$ cat config.mk
export PLATFORM = sky130hd
export DESIGN_NAME = rx_word_buffer
export DESIGN_NICKNAME = d
export VERILOG_FILES = /design/src/design/rx_cfg_pkg.sv /design/src/design/rx_data_pkg.sv /design/src/design/rx_word_buffer.sv
export SDC_FILE = /design/constraint.sdc
export NUM_CORES = 1
export LEC_CHECK = 0
export BUFFER_PORTS_ARGS = -buffer_cell sky130_fd_sc_hd__buf_4
export CAP_MARGIN = 5
export CORE_UTILIZATION = 49
export DETAILED_ROUTE_END_ITERATION = 12
export PLACE_DENSITY = 0.95
export SLEW_MARGIN = 5
export SYNTH_ARGS = -nofsm -noshare
export SYNTH_HDL_FRONTEND = slang
export SYNTH_SLANG_ARGS = --single-unit
$ cat constraint.sdc
create_clock -name sck_i -period 2.07 [get_ports sck_i]
set_input_delay 0.5175 -clock sck_i [delete_from_list [all_inputs] [get_ports sck_i]]
set_output_delay 0.5175 -clock sck_i [all_outputs]
set_load 0.05 [all_outputs]
$ cat src/design/rx_cfg_pkg.sv
`default_nettype none

package rx_cfg_pkg;

    // Widest word the receiver can capture
    parameter int DATA_W = 32;

    // Frame offset range in bit clocks
    parameter int OFFSET_W = 9;

    // Bit counter and word length field, sized for DATA_W
    parameter int BITS_W = $clog2(DATA_W);

    // Static configuration levels, held for the length of a frame
    typedef struct packed {
        logic                en;
        logic                two_ch;
        logic                lsb_first;
        // Word length minus one
        logic [BITS_W-1:0]   num_bits;
        // Bit clocks between word select and bit 0 of the first word
        logic [OFFSET_W-1:0] offset;
    } rx_cfg_t;

endpackage

`default_nettype wire

$ cat src/design/rx_data_pkg.sv
`default_nettype none

package rx_data_pkg;

    // One word as it leaves on the output stream
    typedef logic [rx_cfg_pkg::DATA_W-1:0] sample_t;

    // Per-edge strobes from the control FSM to both datapaths
    typedef struct packed {
        // This edge samples bit 0 of a word
        logic first;
        // This edge samples any bit of a word
        logic shift;
        // This edge samples the final bit of a word
        logic last;
        // Back to idle, drop everything in flight
        logic clear;
    } bit_strobe_t;

endpackage

`default_nettype wire

$ cat src/design/rx_word_buffer.sv
`default_nettype none

module rx_word_buffer (
    input  logic                     sck_i,
    input  logic                     rstn_i,
    input  rx_cfg_pkg::rx_cfg_t      cfg_i,
    input  rx_data_pkg::bit_strobe_t strobe_i,
    input  rx_data_pkg::sample_t     ch0_word_i,
    input  rx_data_pkg::sample_t     ch1_word_i,
    input  logic                     done_i,
    input  logic                     data_ready_i,
    output rx_data_pkg::sample_t     data_o,
    output logic                     data_valid_o
);

    import rx_data_pkg::*;

    logic    ch0_pend_q;
    logic    ch1_pend_q;
    sample_t ch0_q;
    sample_t ch1_q;
    logic    xfer;

    // Channel 0 goes first, channel 1 only once channel 0 has left
    assign data_valid_o = ch0_pend_q || ch1_pend_q;
    assign data_o       = ch0_pend_q ? ch0_q : ch1_q;
    assign xfer         = data_valid_o && data_ready_i;

    always_ff @(posedge sck_i or negedge rstn_i) begin
        if (!rstn_i) begin
            ch0_pend_q <= 1'b0;
            ch1_pend_q <= 1'b0;
        end else if (strobe_i.clear) begin
            ch0_pend_q <= 1'b0;
            ch1_pend_q <= 1'b0;
        end else if (done_i) begin
            // A new pair replaces anything still waiting
            ch0_pend_q <= 1'b1;
            ch1_pend_q <= cfg_i.two_ch;
        end else if (xfer) begin
            if (ch0_pend_q) begin
                ch0_pend_q <= 1'b0;
            end else begin
                ch1_pend_q <= 1'b0;
            end
        end
    end

    always_ff @(posedge sck_i) begin
        if (done_i && !strobe_i.clear) begin
            ch0_q <= ch0_word_i;
            ch1_q <= ch1_word_i;
        end
    end

    a_stall_stable: assert property (@(posedge sck_i) disable iff (!rstn_i)
        data_valid_o && !data_ready_i && !strobe_i.clear |=>
            data_valid_o && $stable(data_o))
        else $error("output changed while stalled");

endmodule

`default_nettype wire

Yosys cells after proc, flatten, opt, wreduce, memory -nomap -nowiden:

Cells that the tools add are included.

* bits in registers: 66
* input port bits: 89
* output and inout port bits: 33

* equality and inequality tests: 1
* mux-type cells: 8
* reductions and logical operators: 6

Operators with widths (number)
* two-way mux 32 bit: 1
* two-way mux 1 bit: 7
* != test 3 bit, second input constant: 1
* nonzero test 3 bit: 1
* logical AND 1 bit: 2
* AND reduction 2 bit: 1
* logical NOT 1 bit: 1
* logical OR 1 bit: 1

Logic depth before layout (Yosys ltp):

* depth after elaboration: 5
* mapped depth: 4

Worst setup path after synthesis:

OpenSTA, ideal clock, no wires.

* path type: input port to flip-flop
* from: input done_i
* to: register ch0_q[0] (enable)
* arrival: 3.227 ns
* data required time: 1.583 ns
* setup slack: -1.644 ns
* stages on the path: 2
* path buffers: 0
* cells stage by stage: inv_1 -> nor2_1

* longest elaborated chain between the ends: 1

RTL lines
* from (decl): RTL line rx_word_buffer.sv:10 `input logic done_i,`
* logical AND 1 bit: RTL line rx_word_buffer.sv:50 `if (done_i && !strobe_i.clear) begin`
* to (signal assigned): RTL line rx_word_buffer.sv:51 `ch0_q <= ch0_word_i;`
* to (decl): RTL line rx_word_buffer.sv:20 `sample_t ch0_q;`

No other way between the ends.
A chain may end at the register's enable or synchronous reset.

Worst setup path after layout:

* from: register ch0_pend_q
* to: output data_o[27]

* longest elaborated chain between the ends: 1

RTL lines
* from (decl): RTL line rx_word_buffer.sv:18 `logic ch0_pend_q;`
* from (signal assigned): RTL line rx_word_buffer.sv:31 `ch0_pend_q <= 1'b0;`
* from (signal assigned): RTL line rx_word_buffer.sv:34 `ch0_pend_q <= 1'b0;`
* from (signal assigned): RTL line rx_word_buffer.sv:38 `ch0_pend_q <= 1'b1;`
* two-way mux 32 bit: RTL line rx_word_buffer.sv:26 `assign data_o = ch0_pend_q ? ch0_q : ch1_q;`
* to (decl): RTL line rx_word_buffer.sv:12 `output rx_data_pkg::sample_t data_o,`

No other way between the ends.

==> impl_metrics.toml <==
[floorplan]
io_pins = 122
core_sq_mm = 0.004848
die_w_um = 74.03
initial_core_util_pct = 52.44
fp-row-count = 25
fp.dieH_um = 74.03
die_area_sq_mm = 0.005480

[yosys]
syn-instance-count = 111
postSynthAreaPerCell_sq_um = 22.90
ys_seq_elements = 66
synth_warnings = 0
synth_area_sq_mm = 0.002542
ys_types = 13
yosysSeqAreaShare_pct = 77.56
syn_nets = 200

[clock_tree]
clock_latency_ns = 0.32
cts_inserted_buffers = 9
h-tree-depth = 3
cts.path.max_buffers = 2
cts_root_buffer = "clkbuf_8"
cts_setup_buffers = 0
clock-sinks = 66
cts_tree = "yes"
path_clk_slew_ns = 0.07

[min_path]
hold_depth = 1
hold_class = "in -> reg"
worstHoldEndpoint = "ch1_q[4]"
min-delay-start = "ch1_word_i[4]"

[route]
drc_errors = 0
totalWireLength_mm = 4.284
wl_per_cell_um = 14.42
num_vias = 1410
drtPass1Iterations = 4
viasPerCell = 4.747
final_antenna_net_count = 0
drtIter0Drc = 68

[timing]
rsz0062_at_grt = "no"
fmax_ghz = 0.5101
fin_crit_ns = 1.960
slew_headroom_pct = 73.09
period_share_pct = 94.70
fin_skew_ns = 0.003097
fin_ws_ns = 0.1097
tightest_slew_ns = 0.4036
setup-tns-final_ns = 0
slew_violations = 0
hold_slack_ns = 0.3630
finalHoldViolCount = 0
setup_viol = 0

[placed_design]
dp_slack_ns = 0.4359
port_buffers = 102
hpwl_mm = 3.114
gp_congestion = 0.6716
placedCellCount = 280
placed_area_sq_mm = 0.003390

[critical_path]
critPathMaxFanout = 18
arrival_ns = 1.44
crit_required_ns = 1.55
r2r_cells = 3
reg2reg_to = "ch1_pend_q"
start_kind = "flip-flop"
reg2reg_from = "ch0_pend_q"
r2r_slack_ns = 1.08
end_kind = "output pin"
critPathKind = "reg -> out"

[pwr]
leakage_nw = 1.490
cellPowerDensity_mw_per_mm2 = 867.4
totalPowerFinal_mw = 3.099
ir_worst_vdd_mv = 0.4857

[global_routing]
overflow = 0
grt_usage_pct = 16.51
grt_pass1_vias = 1422
grt_first_pass_wirelength_mm = 6.279
grt_max_degree = 35
antenna_found_initial = 0

[final_layout]
final_common_cell = "buf_4"
fin_util_pct = 73.70
finalNonFillerCells = 297
multi_input_area_sq_um = 504.2
drive_gt1_share_pct = 67.39
layout_common_cells = "104 x buf_4, 64 x edfxtp_1, 27 x mux2_4"
regArea_sq_mm = 0.001973
final_cell_area_sq_mm = 0.003573
syn_to_final_growth_pct = 40.55
nets = 314
fill_cells = 292
antenna_cells = 0

[run]
cap_viol_max_count = 0

[status]
status = "finished clean"
routing by layer:
metal / GRT usage, % / wire (um)
met4: 9.615 / 57
met5: 0 / 0
met2: 28.89 / 2166
met1: 16.45 / 1597
met3: 6.775 / 461
Yosys cell counts:
master     n  area, sq um
inv_1      2        7.510
edfxtp_1  64         1922
a21oi_1    2        10.01
or2_2      1        6.260
buf_6      1        11.26
mux2_4    27        405.4
dfrtp_1    2        50.05
mux2_2     5        56.30
nand2_1    1        3.750
nor2_1     2        7.510
o211ai_1   1        7.510
buf_12     2        40.04
buf_8      1        15.01
layout make-up:
class                           instances  area share, %
Timing Repair Buffer                  107          23.25
Multi-Input combinational cell         39          14.11
Inverter                                2         0.2101
Clock buffer                           13          4.447
Tap cell                               67          2.346
Sequential cell                        66          55.22
Clock inverter                          3         0.4202
how the worst max path moves through the flow:
stage                    start    endpoint  depth (start not counted)
global route        ch0_pend_q  data_o[27]                          3
CTS                 ch0_pend_q  data_o[27]                          3
detailed placement  ch0_pend_q  data_o[27]                          3
finish              ch0_pend_q  data_o[27]                          3
global placement    ch0_pend_q  data_o[31]                          3
floorplan               done_i    ch0_q[0]                          2
logic make-up after synthesis:
group	Yosys count	share of synthesized area, %
DFF	66	77.56
muxes	32	18.16
buffers and inverters	6	2.904
and+or+nand+nor	4	0.6891
AOI/OAI and AO/OA	3	0.6891
worst max-delay path, stage by stage (launching register included):
cell,delay [ns]
dfrtp_2,0.41
buf_12,0.18
mux2_2,0.35
buf_4,0.19
what timing repair did:
action	4_1_cts	5_1_grt
hold endpoints to repair	2	0
resized for setup	0	0
hold buffers	1	0
power by group:
part / internal [mW] / switching (mW) / total (mW)
registers: 1.57 / 0.0242 / 1.59
logic: 0.259 / 0.330 / 0.589
clock network: 0.495 / 0.426 / 0.921
state kept, by name (all words and copies together), names as in the netlist:
| name | flops |
|---|---|
| ch0_q | 32 |
| ch1_q | 32 |
| ch0_pend_q | 1 |
| ch1_pend_q | 1 |
(Power assumes the default switching activity.)
