[src/design/rx_cfg_pkg.sv]
`default_nettype none

package rx_cfg_pkg;

    // Widest word the receiver can capture
    parameter int DATA_W = 32;

    // Frame offset range in bit clocks
    parameter int OFFSET_W = 9;

    // Bit counter and word length field, sized for DATA_W
    parameter int BITS_W = $clog2(DATA_W);

    // Static configuration levels, held for the length of a frame
    typedef struct packed {
        logic                en;
        logic                two_ch;
        logic                lsb_first;
        // Word length minus one
        logic [BITS_W-1:0]   num_bits;
        // Bit clocks between word select and bit 0 of the first word
        logic [OFFSET_W-1:0] offset;
    } rx_cfg_t;

endpackage

`default_nettype wire

[src/design/rx_data_pkg.sv]
`default_nettype none

package rx_data_pkg;

    // One word as it leaves on the output stream
    typedef logic [rx_cfg_pkg::DATA_W-1:0] sample_t;

    // Per-edge strobes from the control FSM to both datapaths
    typedef struct packed {
        // This edge samples bit 0 of a word
        logic first;
        // This edge samples any bit of a word
        logic shift;
        // This edge samples the final bit of a word
        logic last;
        // Back to idle, drop everything in flight
        logic clear;
    } bit_strobe_t;

endpackage

`default_nettype wire

[src/design/rx_ctrl.sv]
`default_nettype none

module rx_ctrl #(
    parameter int OFFSET_W = rx_cfg_pkg::OFFSET_W
) (
    input  logic                     sck_i,
    input  logic                     rstn_i,
    input  logic                     i2s_ws_i,
    input  rx_cfg_pkg::rx_cfg_t      cfg_i,
    output rx_data_pkg::bit_strobe_t strobe_o
);

    import rx_cfg_pkg::*;

    typedef enum logic [1:0] {
        IDLE,
        OFFSET,
        RUN
    } state_e;

    state_e              state_q;
    state_e              state_d;
    logic [OFFSET_W-1:0] offset_cnt_q;
    logic [BITS_W-1:0]   bit_cnt_q;
    logic                ws_start;
    logic                offset_done;
    logic                sample;

    // Word select only matters while waiting in IDLE
    assign ws_start    = cfg_i.en && (state_q == IDLE) && i2s_ws_i;
    assign offset_done = (state_q == OFFSET) && (offset_cnt_q == cfg_i.offset);

    // With no offset, bit 0 sits on the word-select edge itself
    assign sample = cfg_i.en && ((ws_start && (cfg_i.offset == '0)) ||
                                 offset_done || (state_q == RUN));

    always_comb begin
        strobe_o.shift = sample;
        strobe_o.first = sample && (bit_cnt_q == '0);
        strobe_o.last  = sample && (bit_cnt_q == cfg_i.num_bits);
        strobe_o.clear = !cfg_i.en && (state_q != IDLE);
    end

    always_comb begin
        state_d = state_q;
        case (state_q)
            IDLE: begin
                if (ws_start) begin
                    state_d = (cfg_i.offset == '0) ? RUN : OFFSET;
                end
            end
            OFFSET: begin
                if (offset_done) begin
                    state_d = RUN;
                end
            end
            default: begin
                state_d = state_q;
            end
        endcase
        // Disable wins from any state
        if (!cfg_i.en) begin
            state_d = IDLE;
        end
    end

    always_ff @(posedge sck_i or negedge rstn_i) begin
        if (!rstn_i) begin
            state_q      <= IDLE;
            offset_cnt_q <= '0;
            bit_cnt_q    <= '0;
        end else begin
            state_q <= state_d;

            // Counts edges since word select, equals the offset on bit 0
            if (state_d == OFFSET) begin
                offset_cnt_q <= offset_cnt_q + 1'b1;
            end else begin
                offset_cnt_q <= '0;
            end

            // Words follow back to back, so the counter just wraps
            if (!sample || strobe_o.last) begin
                bit_cnt_q <= '0;
            end else begin
                bit_cnt_q <= bit_cnt_q + 1'b1;
            end
        end
    end

    a_bit_cnt_range: assert property (@(posedge sck_i) disable iff (!rstn_i)
        bit_cnt_q <= cfg_i.num_bits)
        else $error("bit counter beyond configured word length");

    a_first_last_apart: assert property (@(posedge sck_i) disable iff (!rstn_i)
        !(strobe_o.first && strobe_o.last))
        else $error("first and last strobe on the same edge");

endmodule

`default_nettype wire

[config.mk]
export PLATFORM = sky130hd
export DESIGN_NAME = rx_ctrl
export DESIGN_NICKNAME = d
export VERILOG_FILES = /design/src/design/rx_cfg_pkg.sv /design/src/design/rx_data_pkg.sv /design/src/design/rx_ctrl.sv
export SDC_FILE = /design/constraint.sdc
export NUM_CORES = 1
export LEC_CHECK = 0
export ABC_AREA = 1
export BUFFER_PORTS_ARGS = -buffer_cell sky130_fd_sc_hd__buf_2
export CAP_MARGIN = 20
export CELL_PAD_IN_SITES_DETAIL_PLACEMENT = 1
export CELL_PAD_IN_SITES_GLOBAL_PLACEMENT = 1
export CORE_ASPECT_RATIO = 0.75
export CORE_UTILIZATION = 40
export DETAILED_ROUTE_END_ITERATION = 10
export PLACE_DENSITY = 0.94
export SYNTH_ARGS = -nofsm -noshare
export SYNTH_HDL_FRONTEND = slang
export SYNTH_SLANG_ARGS = --single-unit
[constraint.sdc]
create_clock -name sck_i -period 4 [get_ports sck_i]
set_input_delay 0.6 -clock sck_i [delete_from_list [all_inputs] [get_ports sck_i]]
set_output_delay 0.6 -clock sck_i [all_outputs]
set_load 0.005 [all_outputs]
-- Yosys cells after proc, flatten, opt, wreduce, memory -nomap -nowiden
Cells that the tools add are included.
- multiplexer cells: 7
- reduce and logical (&&, ||, !) cells: 17
- eq/ne operators: 5
- add/subtract/negate cells: 2
- operators with widths (kind ; count):
    adder 9 x 1 -> 9 bit, second input constant ; 1
    equality test 9 bit ; 1
    zero test 9 bit ; 1
    2-to-1 mux 9 bit ; 1
    logical AND 1 bit ; 8
    2-to-1 mux 2 bit ; 4
    adder 5 x 1 -> 5 bit, second input constant ; 1
    equality test 5 bit ; 1
    zero test 5 bit ; 1
    2-to-1 mux 5 bit ; 1
    equality test 2 x 1 -> 1 bit, second input constant ; 2
    one-hot mux 2 bit (2 select lines) ; 1
    logical OR 1 bit ; 3
    equality test 2 bit, second input constant ; 1
    zero test 1 bit ; 2
    zero test 2 bit ; 1
    nonzero test 2 bit ; 1
- output and inout port bits: 4
- input port bits: 20
- word-level logic and storage cells: 34
- register bits after elaboration: 16

-- Longest topological paths before layout
Gate-level depths: netlist (run 1).
- depth after elaboration: 10
- depth in mapped cells: 11
- depth with buffers taken out: 10

-- Least setup slack after synthesis (run 1)
OpenSTA, ideal clock, no wires.
- path kind: input -> output
- start: in cfg_i[4] in the netlist's numbering
- end: out strobe_o[2] in the netlist's numbering
- path slack: 2.062 ns
- data required time: 3.400 ns
- arrival time: 1.338 ns
- stages on the path: 10
- buffers on the path: 1
- cell sequence: inv_1 -> nor2_1 -> nor2_1 -> nand2_1 -> nor2_1 -> nand3_1 -> nand3_2 -> nand2_1 -> inv_1 -> buf_4
- word-level cells in the longest chain between the ends: 5
- elaborated cells on any way between the ends: 7
- classes of those cells: eq/ne (1); reduce/logical (6)
- RTL lines (item ; RTL line ; RTL):
    from (decl) ; rx_ctrl.sv:9 ; input rx_cfg_pkg::rx_cfg_t cfg_i,
    equality test 9 bit or zero test 9 bit (tied branches) ; rx_ctrl.sv:31, rx_ctrl.sv:34 ;
    logical AND 1 bit (on tied branches) ; rx_ctrl.sv:31, rx_ctrl.sv:34 ;
    logical OR 1 bit (*) ; rx_ctrl.sv:34 ; assign sample = cfg_i.en && ((ws_start && (cfg_i.offset == '0)) ||
    logical OR 1 bit (*) ; rx_ctrl.sv:35 ; offset_done || (state_q == RUN));
    logical AND 1 bit (*) ; rx_ctrl.sv:34 ;
    to (decl) ; rx_ctrl.sv:10 ; output rx_data_pkg::bit_strobe_t strobe_o
Every way passes the cells marked *; elsewhere a longest branch is shown, timed or not.

==> results of run 1 <==
## kinds of logic (layout without fill, tap and decap cells)
family | count (synthesis) | after routing | share of synthesized area
simple gates | 90 | 90 | 0.368
buf+inv | 31 | 55 | 0.110
flops | 16 | 16 | 0.368
xor+xnor | 11 | 11 | 0.0886
compound gates | 6 | 6 | 0.0299
fa+ha+maj | 3 | 3 | 0.0345
## where the power goes
| group | switching (W) | total (W) | internal [W] | leakage, nW |
|---|---|---|---|---|
| sequential | 0.00000203 | 0.000165 | 0.000163 | 0.222 |
| clock | 0.0000550 | 0.000110 | 0.0000555 | 0.0210 |
| combinational | 0.0000241 | 0.0000387 | 0.0000146 | 0.425 |
## registers in the layout, indices dropped and copies added (netlist names)
signal / cells
offset_cnt_q: 9
state_q: 2
bit_cnt_q: 5
## cells in the final DEF, fill, tap and decap left out
cell / netlist / final
nand3_1: 7 / 7
buf_2: 0 / 21
inv_1: 29 / 29
clkbuf_8: 0 / 1
a31oi_1: 1 / 1
nor2_1: 23 / 23
nand3b_1: 1 / 1
nor3_2: 2 / 2
inv_2: 1 / 1
nand2_2: 1 / 1
o21ai_1: 1 / 1
ha_1: 3 / 3
a21oi_1: 1 / 1
o21ai_0: 2 / 2
xnor2_1: 5 / 5
nand4_1: 2 / 2
nor3_1: 9 / 9
clkbuf_4: 0 / 3
xor2_1: 6 / 6
nand3_2: 3 / 3
nand2_1: 42 / 42
dfrtp_1: 16 / 16
o22ai_1: 1 / 1
## final timing paths
check | startpoint | endpoint | cells after the start
worst max-delay path | offset_cnt_q[6]$_DFF_PN0_ | strobe_o[1] | 10
worst min-delay path | rstn_i | offset_cnt_q[5]$_DFF_PN0_ | 1
worst max register to register | offset_cnt_q[0]$_DFF_PN0_ | offset_cnt_q[8]$_DFF_PN0_ | 9
worst min register to register | bit_cnt_q[0]$_DFF_PN0_ | bit_cnt_q[0]$_DFF_PN0_ | 1
max in group asynchronous | rstn_i | bit_cnt_q[4]$_DFF_PN0_ | 1
min in group sck_i | bit_cnt_q[0]$_DFF_PN0_ | bit_cnt_q[0]$_DFF_PN0_ | 1
## per-stage QoR
step                      power [W]  utilization  setup WS, ns  hold slack (ns)  cell area [um^2]
after floorplan            0.000186            -          2.06            0.304              1090
after global placement     0.000204        0.503          1.77            0.514              1230
after detailed placement   0.000207        0.503          1.71            0.526              1230
after CTS                  0.000319        0.518          1.61            0.221              1260
after global routing       0.000329        0.518          1.48            0.214              1260
final                      0.000315        0.518          1.60            0.206              1260
## area by class of cell
class                      count  area (um^2)  area share
inverter                      30          113      0.0891
sequential                    16          400       0.317
clock buffer                   4         36.3      0.0287
tap                           34         42.5      0.0337
timing repair buffer          21          105      0.0832
multi-input combinational    110          567       0.449
## worst max-delay path: cells and delay by family, from the launching register on
family / cells / cell delay [ns]
AND/OR/NAND/NOR: 8 / 0.85
flip-flops: 1 / 0.39
buffers and inverters: 2 / 0.27
## layer usage
metal / global-route usage / wire [um] / vias to the layer above
met2: 0.437 / 1490 / 12
met4: 0.0744 / 18 / 0
met3: 0.0534 / 94 / 4
met1: 0.251 / 1330 / 486
met5: 0 / 0 / -
li1: - / - / 528
==> flow_metrics.env, run 1 <==
export IMPL_cts_sinks=16
export IMPL_die_w_um=62.2
export IMPL_insertion_delay_ns=0.29
export IMPL_slew_viol_final=0
export IMPL_dpl_hpwl_um=2350
export IMPL_grt_util_all_layers=0.223
export IMPL_post_cts_buffers=0
export IMPL_place_gp_congestion=0.815
export IMPL_cap_violations=0
export IMPL_antenna_found_initial=0
export IMPL_yosysTopAreaCell="dfrtp_1"
export IMPL_hold_viol_final=0
export IMPL_die_area_mm2=0.00293
export IMPL_clk_pin_slew_ns=0.10
export IMPL_tns_ns=0
export IMPL_dp_cells=211
export IMPL_critPathMaxFanout=4
export IMPL_synth_edf_count=0
export IMPL_cpMostUsedCell="nand2_1"
export IMPL_synthTopCellsByArea="dfrtp_1 37%, nand2_1 14%, inv_1 10%, nor2_1 7.9%, xor2_1 4.8%"
export IMPL_area_delta_synth_final_pct=16.2
export IMPL_cts_path_max_buffers=2
export IMPL_syn_area_per_cell_um2=6.93
export IMPL_ys_ff_latch=16
export IMPL_crit_slowest_cell="dfrtp_1"
export IMPL_drc_errors=0
export IMPL_cts_buffers=3
export IMPL_worst_pin_slew_ns=0.379
export IMPL_async_flop_share=1.00
export IMPL_grt_pass1_vias=1079
export IMPL_nNetsFinal=205
export IMPL_ys_flop_type="dfrtp_1"
export IMPL_grt_pass1_wl_um=4770
export IMPL_drtIter0Drc=21
export IMPL_cp_end_kind="primary output"
export IMPL_synthTopCellsByCount="42 x nand2_1, 29 x inv_1, 23 x nor2_1"
export IMPL_setup_violations=0
export IMPL_wl_per_cell_um=13.6
export IMPL_vias_per_cell=4.79
export IMPL_core_area_mm2=0.00244
export IMPL_rsz0062_at_grt="no"
export IMPL_yosysWarningCount=0
export IMPL_syn_area_mm2=0.00109
export IMPL_totalWireLength_um=2930
export IMPL_relSlewSlack=0.747
export IMPL_crit_chain="inv_1 -> nand2_1 -> nand2_1 -> nand2_1 -> nor2_1 -> nand3_1 -> nand3_2 -> nand2_1 -> nor2_1 -> buf_2"
export IMPL_crit_required_ns=3.40
export IMPL_outcome="completed"
export IMPL_syn_nets=180
export IMPL_initial_core_util=0.446
export IMPL_num_antenna_cells=0
export IMPL_start_kind="flop"
export IMPL_row_count=15
export IMPL_power_density_mw_per_mm2=249
export IMPL_cts_htree_levels=1
export IMPL_clock_fmax_mhz=417
export IMPL_synth_seq_area_share=0.368
export IMPL_netlist_area_leader_share=0.368
export IMPL_ir_worst_vdd_mv=0.180
export IMPL_leakagePower_nw=0.669
export IMPL_finClkSkew_ns=0.00137
export IMPL_dr_pass1_iters=4
export IMPL_period_minus_slack_ns=2.40
export IMPL_vias=1030
export IMPL_grt_start_max_net_pins=17
export IMPL_hold_path_class="in -> async"
export IMPL_nFillCells=335
export IMPL_port_buffers=21
export IMPL_layout_drive_gt1_share=0.177
export IMPL_die_h_um=47.2
export IMPL_drtAntennaViolNets=0
export IMPL_cts_root_buf="clkbuf_4"
export IMPL_gr_total_overflow=0
export IMPL_reg2reg_setup_slack_ns=2.44
export IMPL_worst_setup_path_type="reg -> out"
export IMPL_stdcell_count=215
export IMPL_yosysMostFrequentCell="nand2_1"
export IMPL_synth_distinct_cells=21
export IMPL_cts_resized=0
export IMPL_io_pins=24
export IMPL_crit_arrival_ns=1.80
export IMPL_slowest_delay_ns=0.39
export IMPL_holdBufCountCts=0
export IMPL_finalCritPeriodShare=0.600
export IMPL_synthCells=157
export IMPL_cts_tree="built"
No activity file was read; power rests on OpenSTA's default activity.
==> run 2, diff against run 1 <==
- CORE_UTILIZATION: 40 -> 33
- PLACE_DENSITY: 0.94 -> 0.84
- clock period: 4 -> 1.9 ns (I/O delays scaled with it)
==> run 2 against run 1 <==
  * The flow now finishes with violations (setup timing)
  * Sequential power rose by 110%
  * Combinational power up 130%
  * Utilization is 6.8 points lower
  * Setup slack worse by 1.6 ns
  * First-iteration DRC count is 38% higher
  * Largest cell class unchanged
==> flow_metrics.env, run 2 (synthesis results as in run 1) <==
export IMPL_power_density_mw_per_mm2=502
export IMPL_nFillCells=397
export IMPL_period_minus_slack_ns=1.90
export IMPL_nNetsFinal=215
export IMPL_critPathMaxFanout=4
export IMPL_cts_buffers=3
export IMPL_die_area_mm2=0.00353
export IMPL_die_h_um=51.7
export IMPL_setup_violations=1
export IMPL_final_cell_area_mm2=0.00137
export IMPL_multi_input_area_um2=584
export IMPL_hold_path_class="in -> reg"
export IMPL_cp_end_kind="primary output"
export IMPL_critical_path_buf_inv_count=2
export IMPL_regArea_um2=400
export IMPL_area_delta_synth_final_pct=25.9
export IMPL_cp_depth=10
export IMPL_worst_pin_slew_ns=0.375
export IMPL_cts_root_buf="clkbuf_8"
export IMPL_antenna_found_initial=0
export IMPL_grt_util_met2=0.338
export IMPL_grt_start_max_net_pins=17
export IMPL_cts_sinks=16
export IMPL_dpl_hpwl_um=2160
export IMPL_reg_largest_list="offset_cnt_q (9), bit_cnt_q (5), state_q (2)"
export IMPL_outcome="complete, but fails checks"
export IMPL_slew_viol_final=0
export IMPL_cpMostUsedCell="nand2_1"
export IMPL_wl_per_cell_um=13.5
export IMPL_port_buffers=21
export IMPL_clock_fmax_mhz=525
export IMPL_cts_htree_levels=1
export IMPL_crit_required_ns=1.62
export IMPL_final_critical_path_setup_slack_ns=-0.00499
export IMPL_cp_endpoint="strobe_o[1]"
export IMPL_start_kind="flop"
export IMPL_grt_util_all_layers=0.192
export IMPL_num_antenna_cells=0
export IMPL_cts_path_max_buffers=2
export IMPL_ir_worst_vdd_mv=0.268
export IMPL_dr_pass1_iters=4
export IMPL_violations="setup timing"
export IMPL_vias_per_cell=4.79
export IMPL_layout_commonest_cell="nand2_1"
export IMPL_crit_start="offset_cnt_q[6]$_DFF_PN0_"
export IMPL_worst_setup_path_type="reg -> out"
export IMPL_finalPower_w=0.000687
export IMPL_critical_path_top_delay_family="simple AND/OR/NAND/NOR gates"
export IMPL_crit_slowest_cell="dfrtp_1"
export IMPL_drtIter0Drc=29
export IMPL_drtAntennaViolNets=0
export IMPL_grtUsageMet3=0.0197
export IMPL_tns_ns=-0.00499
export IMPL_finalCritPeriodShare=1.00
export IMPL_initial_core_util=0.357
export IMPL_grt_pass1_vias=1105
export IMPL_gr_total_overflow=0
export IMPL_finClkSkew_ns=0.00119
export IMPL_rsz0062_at_grt="yes"
export IMPL_layout_drive_gt1_share=0.253
export IMPL_crit_arrival_ns=1.62
export IMPL_io_pins=24
export IMPL_drc_errors=0
export IMPL_core_area_mm2=0.00304
export IMPL_dp_slack_ns=0.229
export IMPL_place_area_mm2=0.00123
export IMPL_cts_tree="built"
export IMPL_totalWireLength_um=3090
export IMPL_r2r_cells=10
export IMPL_vias=1092
export IMPL_top_register="offset_cnt_q"
export IMPL_top_usage_layer="met2"
export IMPL_die_w_um=68.3
export IMPL_cap_violations=0
export IMPL_reg2reg_setup_slack_ns=0.33
export IMPL_row_count=17
export IMPL_hold_viol_final=0
export IMPL_slowest_delay_ns=0.40
export IMPL_largest_register_ffs=9
export IMPL_leakagePower_nw=0.721
export IMPL_met1_usage=0.242
export IMPL_crit_chain="inv_2 -> nand2_1 -> nand2_1 -> nand2_1 -> nor2_2 -> nand3_2 -> nand3_2 -> nand2_2 -> nor2_2 -> buf_2"
export IMPL_place_gp_congestion=0.769
export IMPL_grt_pass1_wl_um=4910
export IMPL_reg2reg_from="offset_cnt_q[3]$_DFF_PN0_"
export IMPL_mostFrequentLayoutCells="41 x nand2_1, 27 x inv_1, 21 x buf_2, 19 x nor2_1, 16 x dfrtp_1"
export IMPL_insertion_delay_ns=0.25
export IMPL_clk_pin_slew_ns=0.06
export IMPL_r2r_end="offset_cnt_q[4]$_DFF_PN0_"
export IMPL_relSlewSlack=0.750
## run 2: through the flow
| stage | instances | utilization | hold slack [ns] |
|---|---|---|---|
| floorplan | 157 | - | -0.0106 |
| global placement | 215 | 0.405 | 0.212 |
| detailed placement | 215 | 0.405 | 0.224 |
| CTS | 219 | 0.425 | 0.326 |
| global route | 228 | 0.450 | 0.359 |
| finish | 228 | 0.450 | 0.332 |
## run 2: cell type report
type                       count  area share
sequential                    16       0.293
timing repair buffer          31       0.133
tap                           38      0.0347
multi-input combinational    110       0.427
clock buffer                   3      0.0302
inverter                      30      0.0823
## run 2: metal layers
layer | up-vias | share of wire
met5 | - | 0
met4 | 0 | 0.010
met3 | 4 | 0.021
met2 | 15 | 0.51
met1 | 527 | 0.46
li1 | 546 | -
## run 2: timing repair
item / in CTS / in global routing
gates resized for setup: 3 / 5
setup endpoints to repair: 3 / 3
endpoints found under the hold margin: 16 / 0
buffers inserted: 0 / 9
hold buffers: 1 / 0
pin swaps: 1 / 6
cloned: 0 / 0
## run 2: worst min-delay path, cell delays in order
cell     delay (ns)
buf_2          0.14
nand2_1        0.08
inv_1          0.04
## run 2: worst min path at each step
stage | startpoint | to | slack (ns) | cells past startpoint
after floorplan | rstn_i | bit_cnt_q[0]$_DFF_PN0_ | -0.01 | 0
after global placement | rstn_i | offset_cnt_q[4]$_DFF_PN0_ | 0.21 | 1
after detailed placement | rstn_i | offset_cnt_q[5]$_DFF_PN0_ | 0.22 | 1
after CTS | cfg_i[16] | state_q[1]$_DFF_PN0_ | 0.33 | 3
after global routing | cfg_i[16] | state_q[1]$_DFF_PN0_ | 0.36 | 3
final | cfg_i[16] | state_q[1]$_DFF_PN0_ | 0.33 | 3
## run 2: power by group
| group | internal, W | leakage [nW] | switching (W) | total [W] |
|---|---|---|---|---|
| Sequential | 0.000345 | 0.222 | 0.00000409 | 0.000349 |
| Combinational | 0.0000350 | 0.477 | 0.0000533 | 0.0000883 |
| Clock | 0.000140 | 0.0216 | 0.000110 | 0.000251 |
| Total | 0.000520 | 0.721 | 0.000168 | 0.000687 |
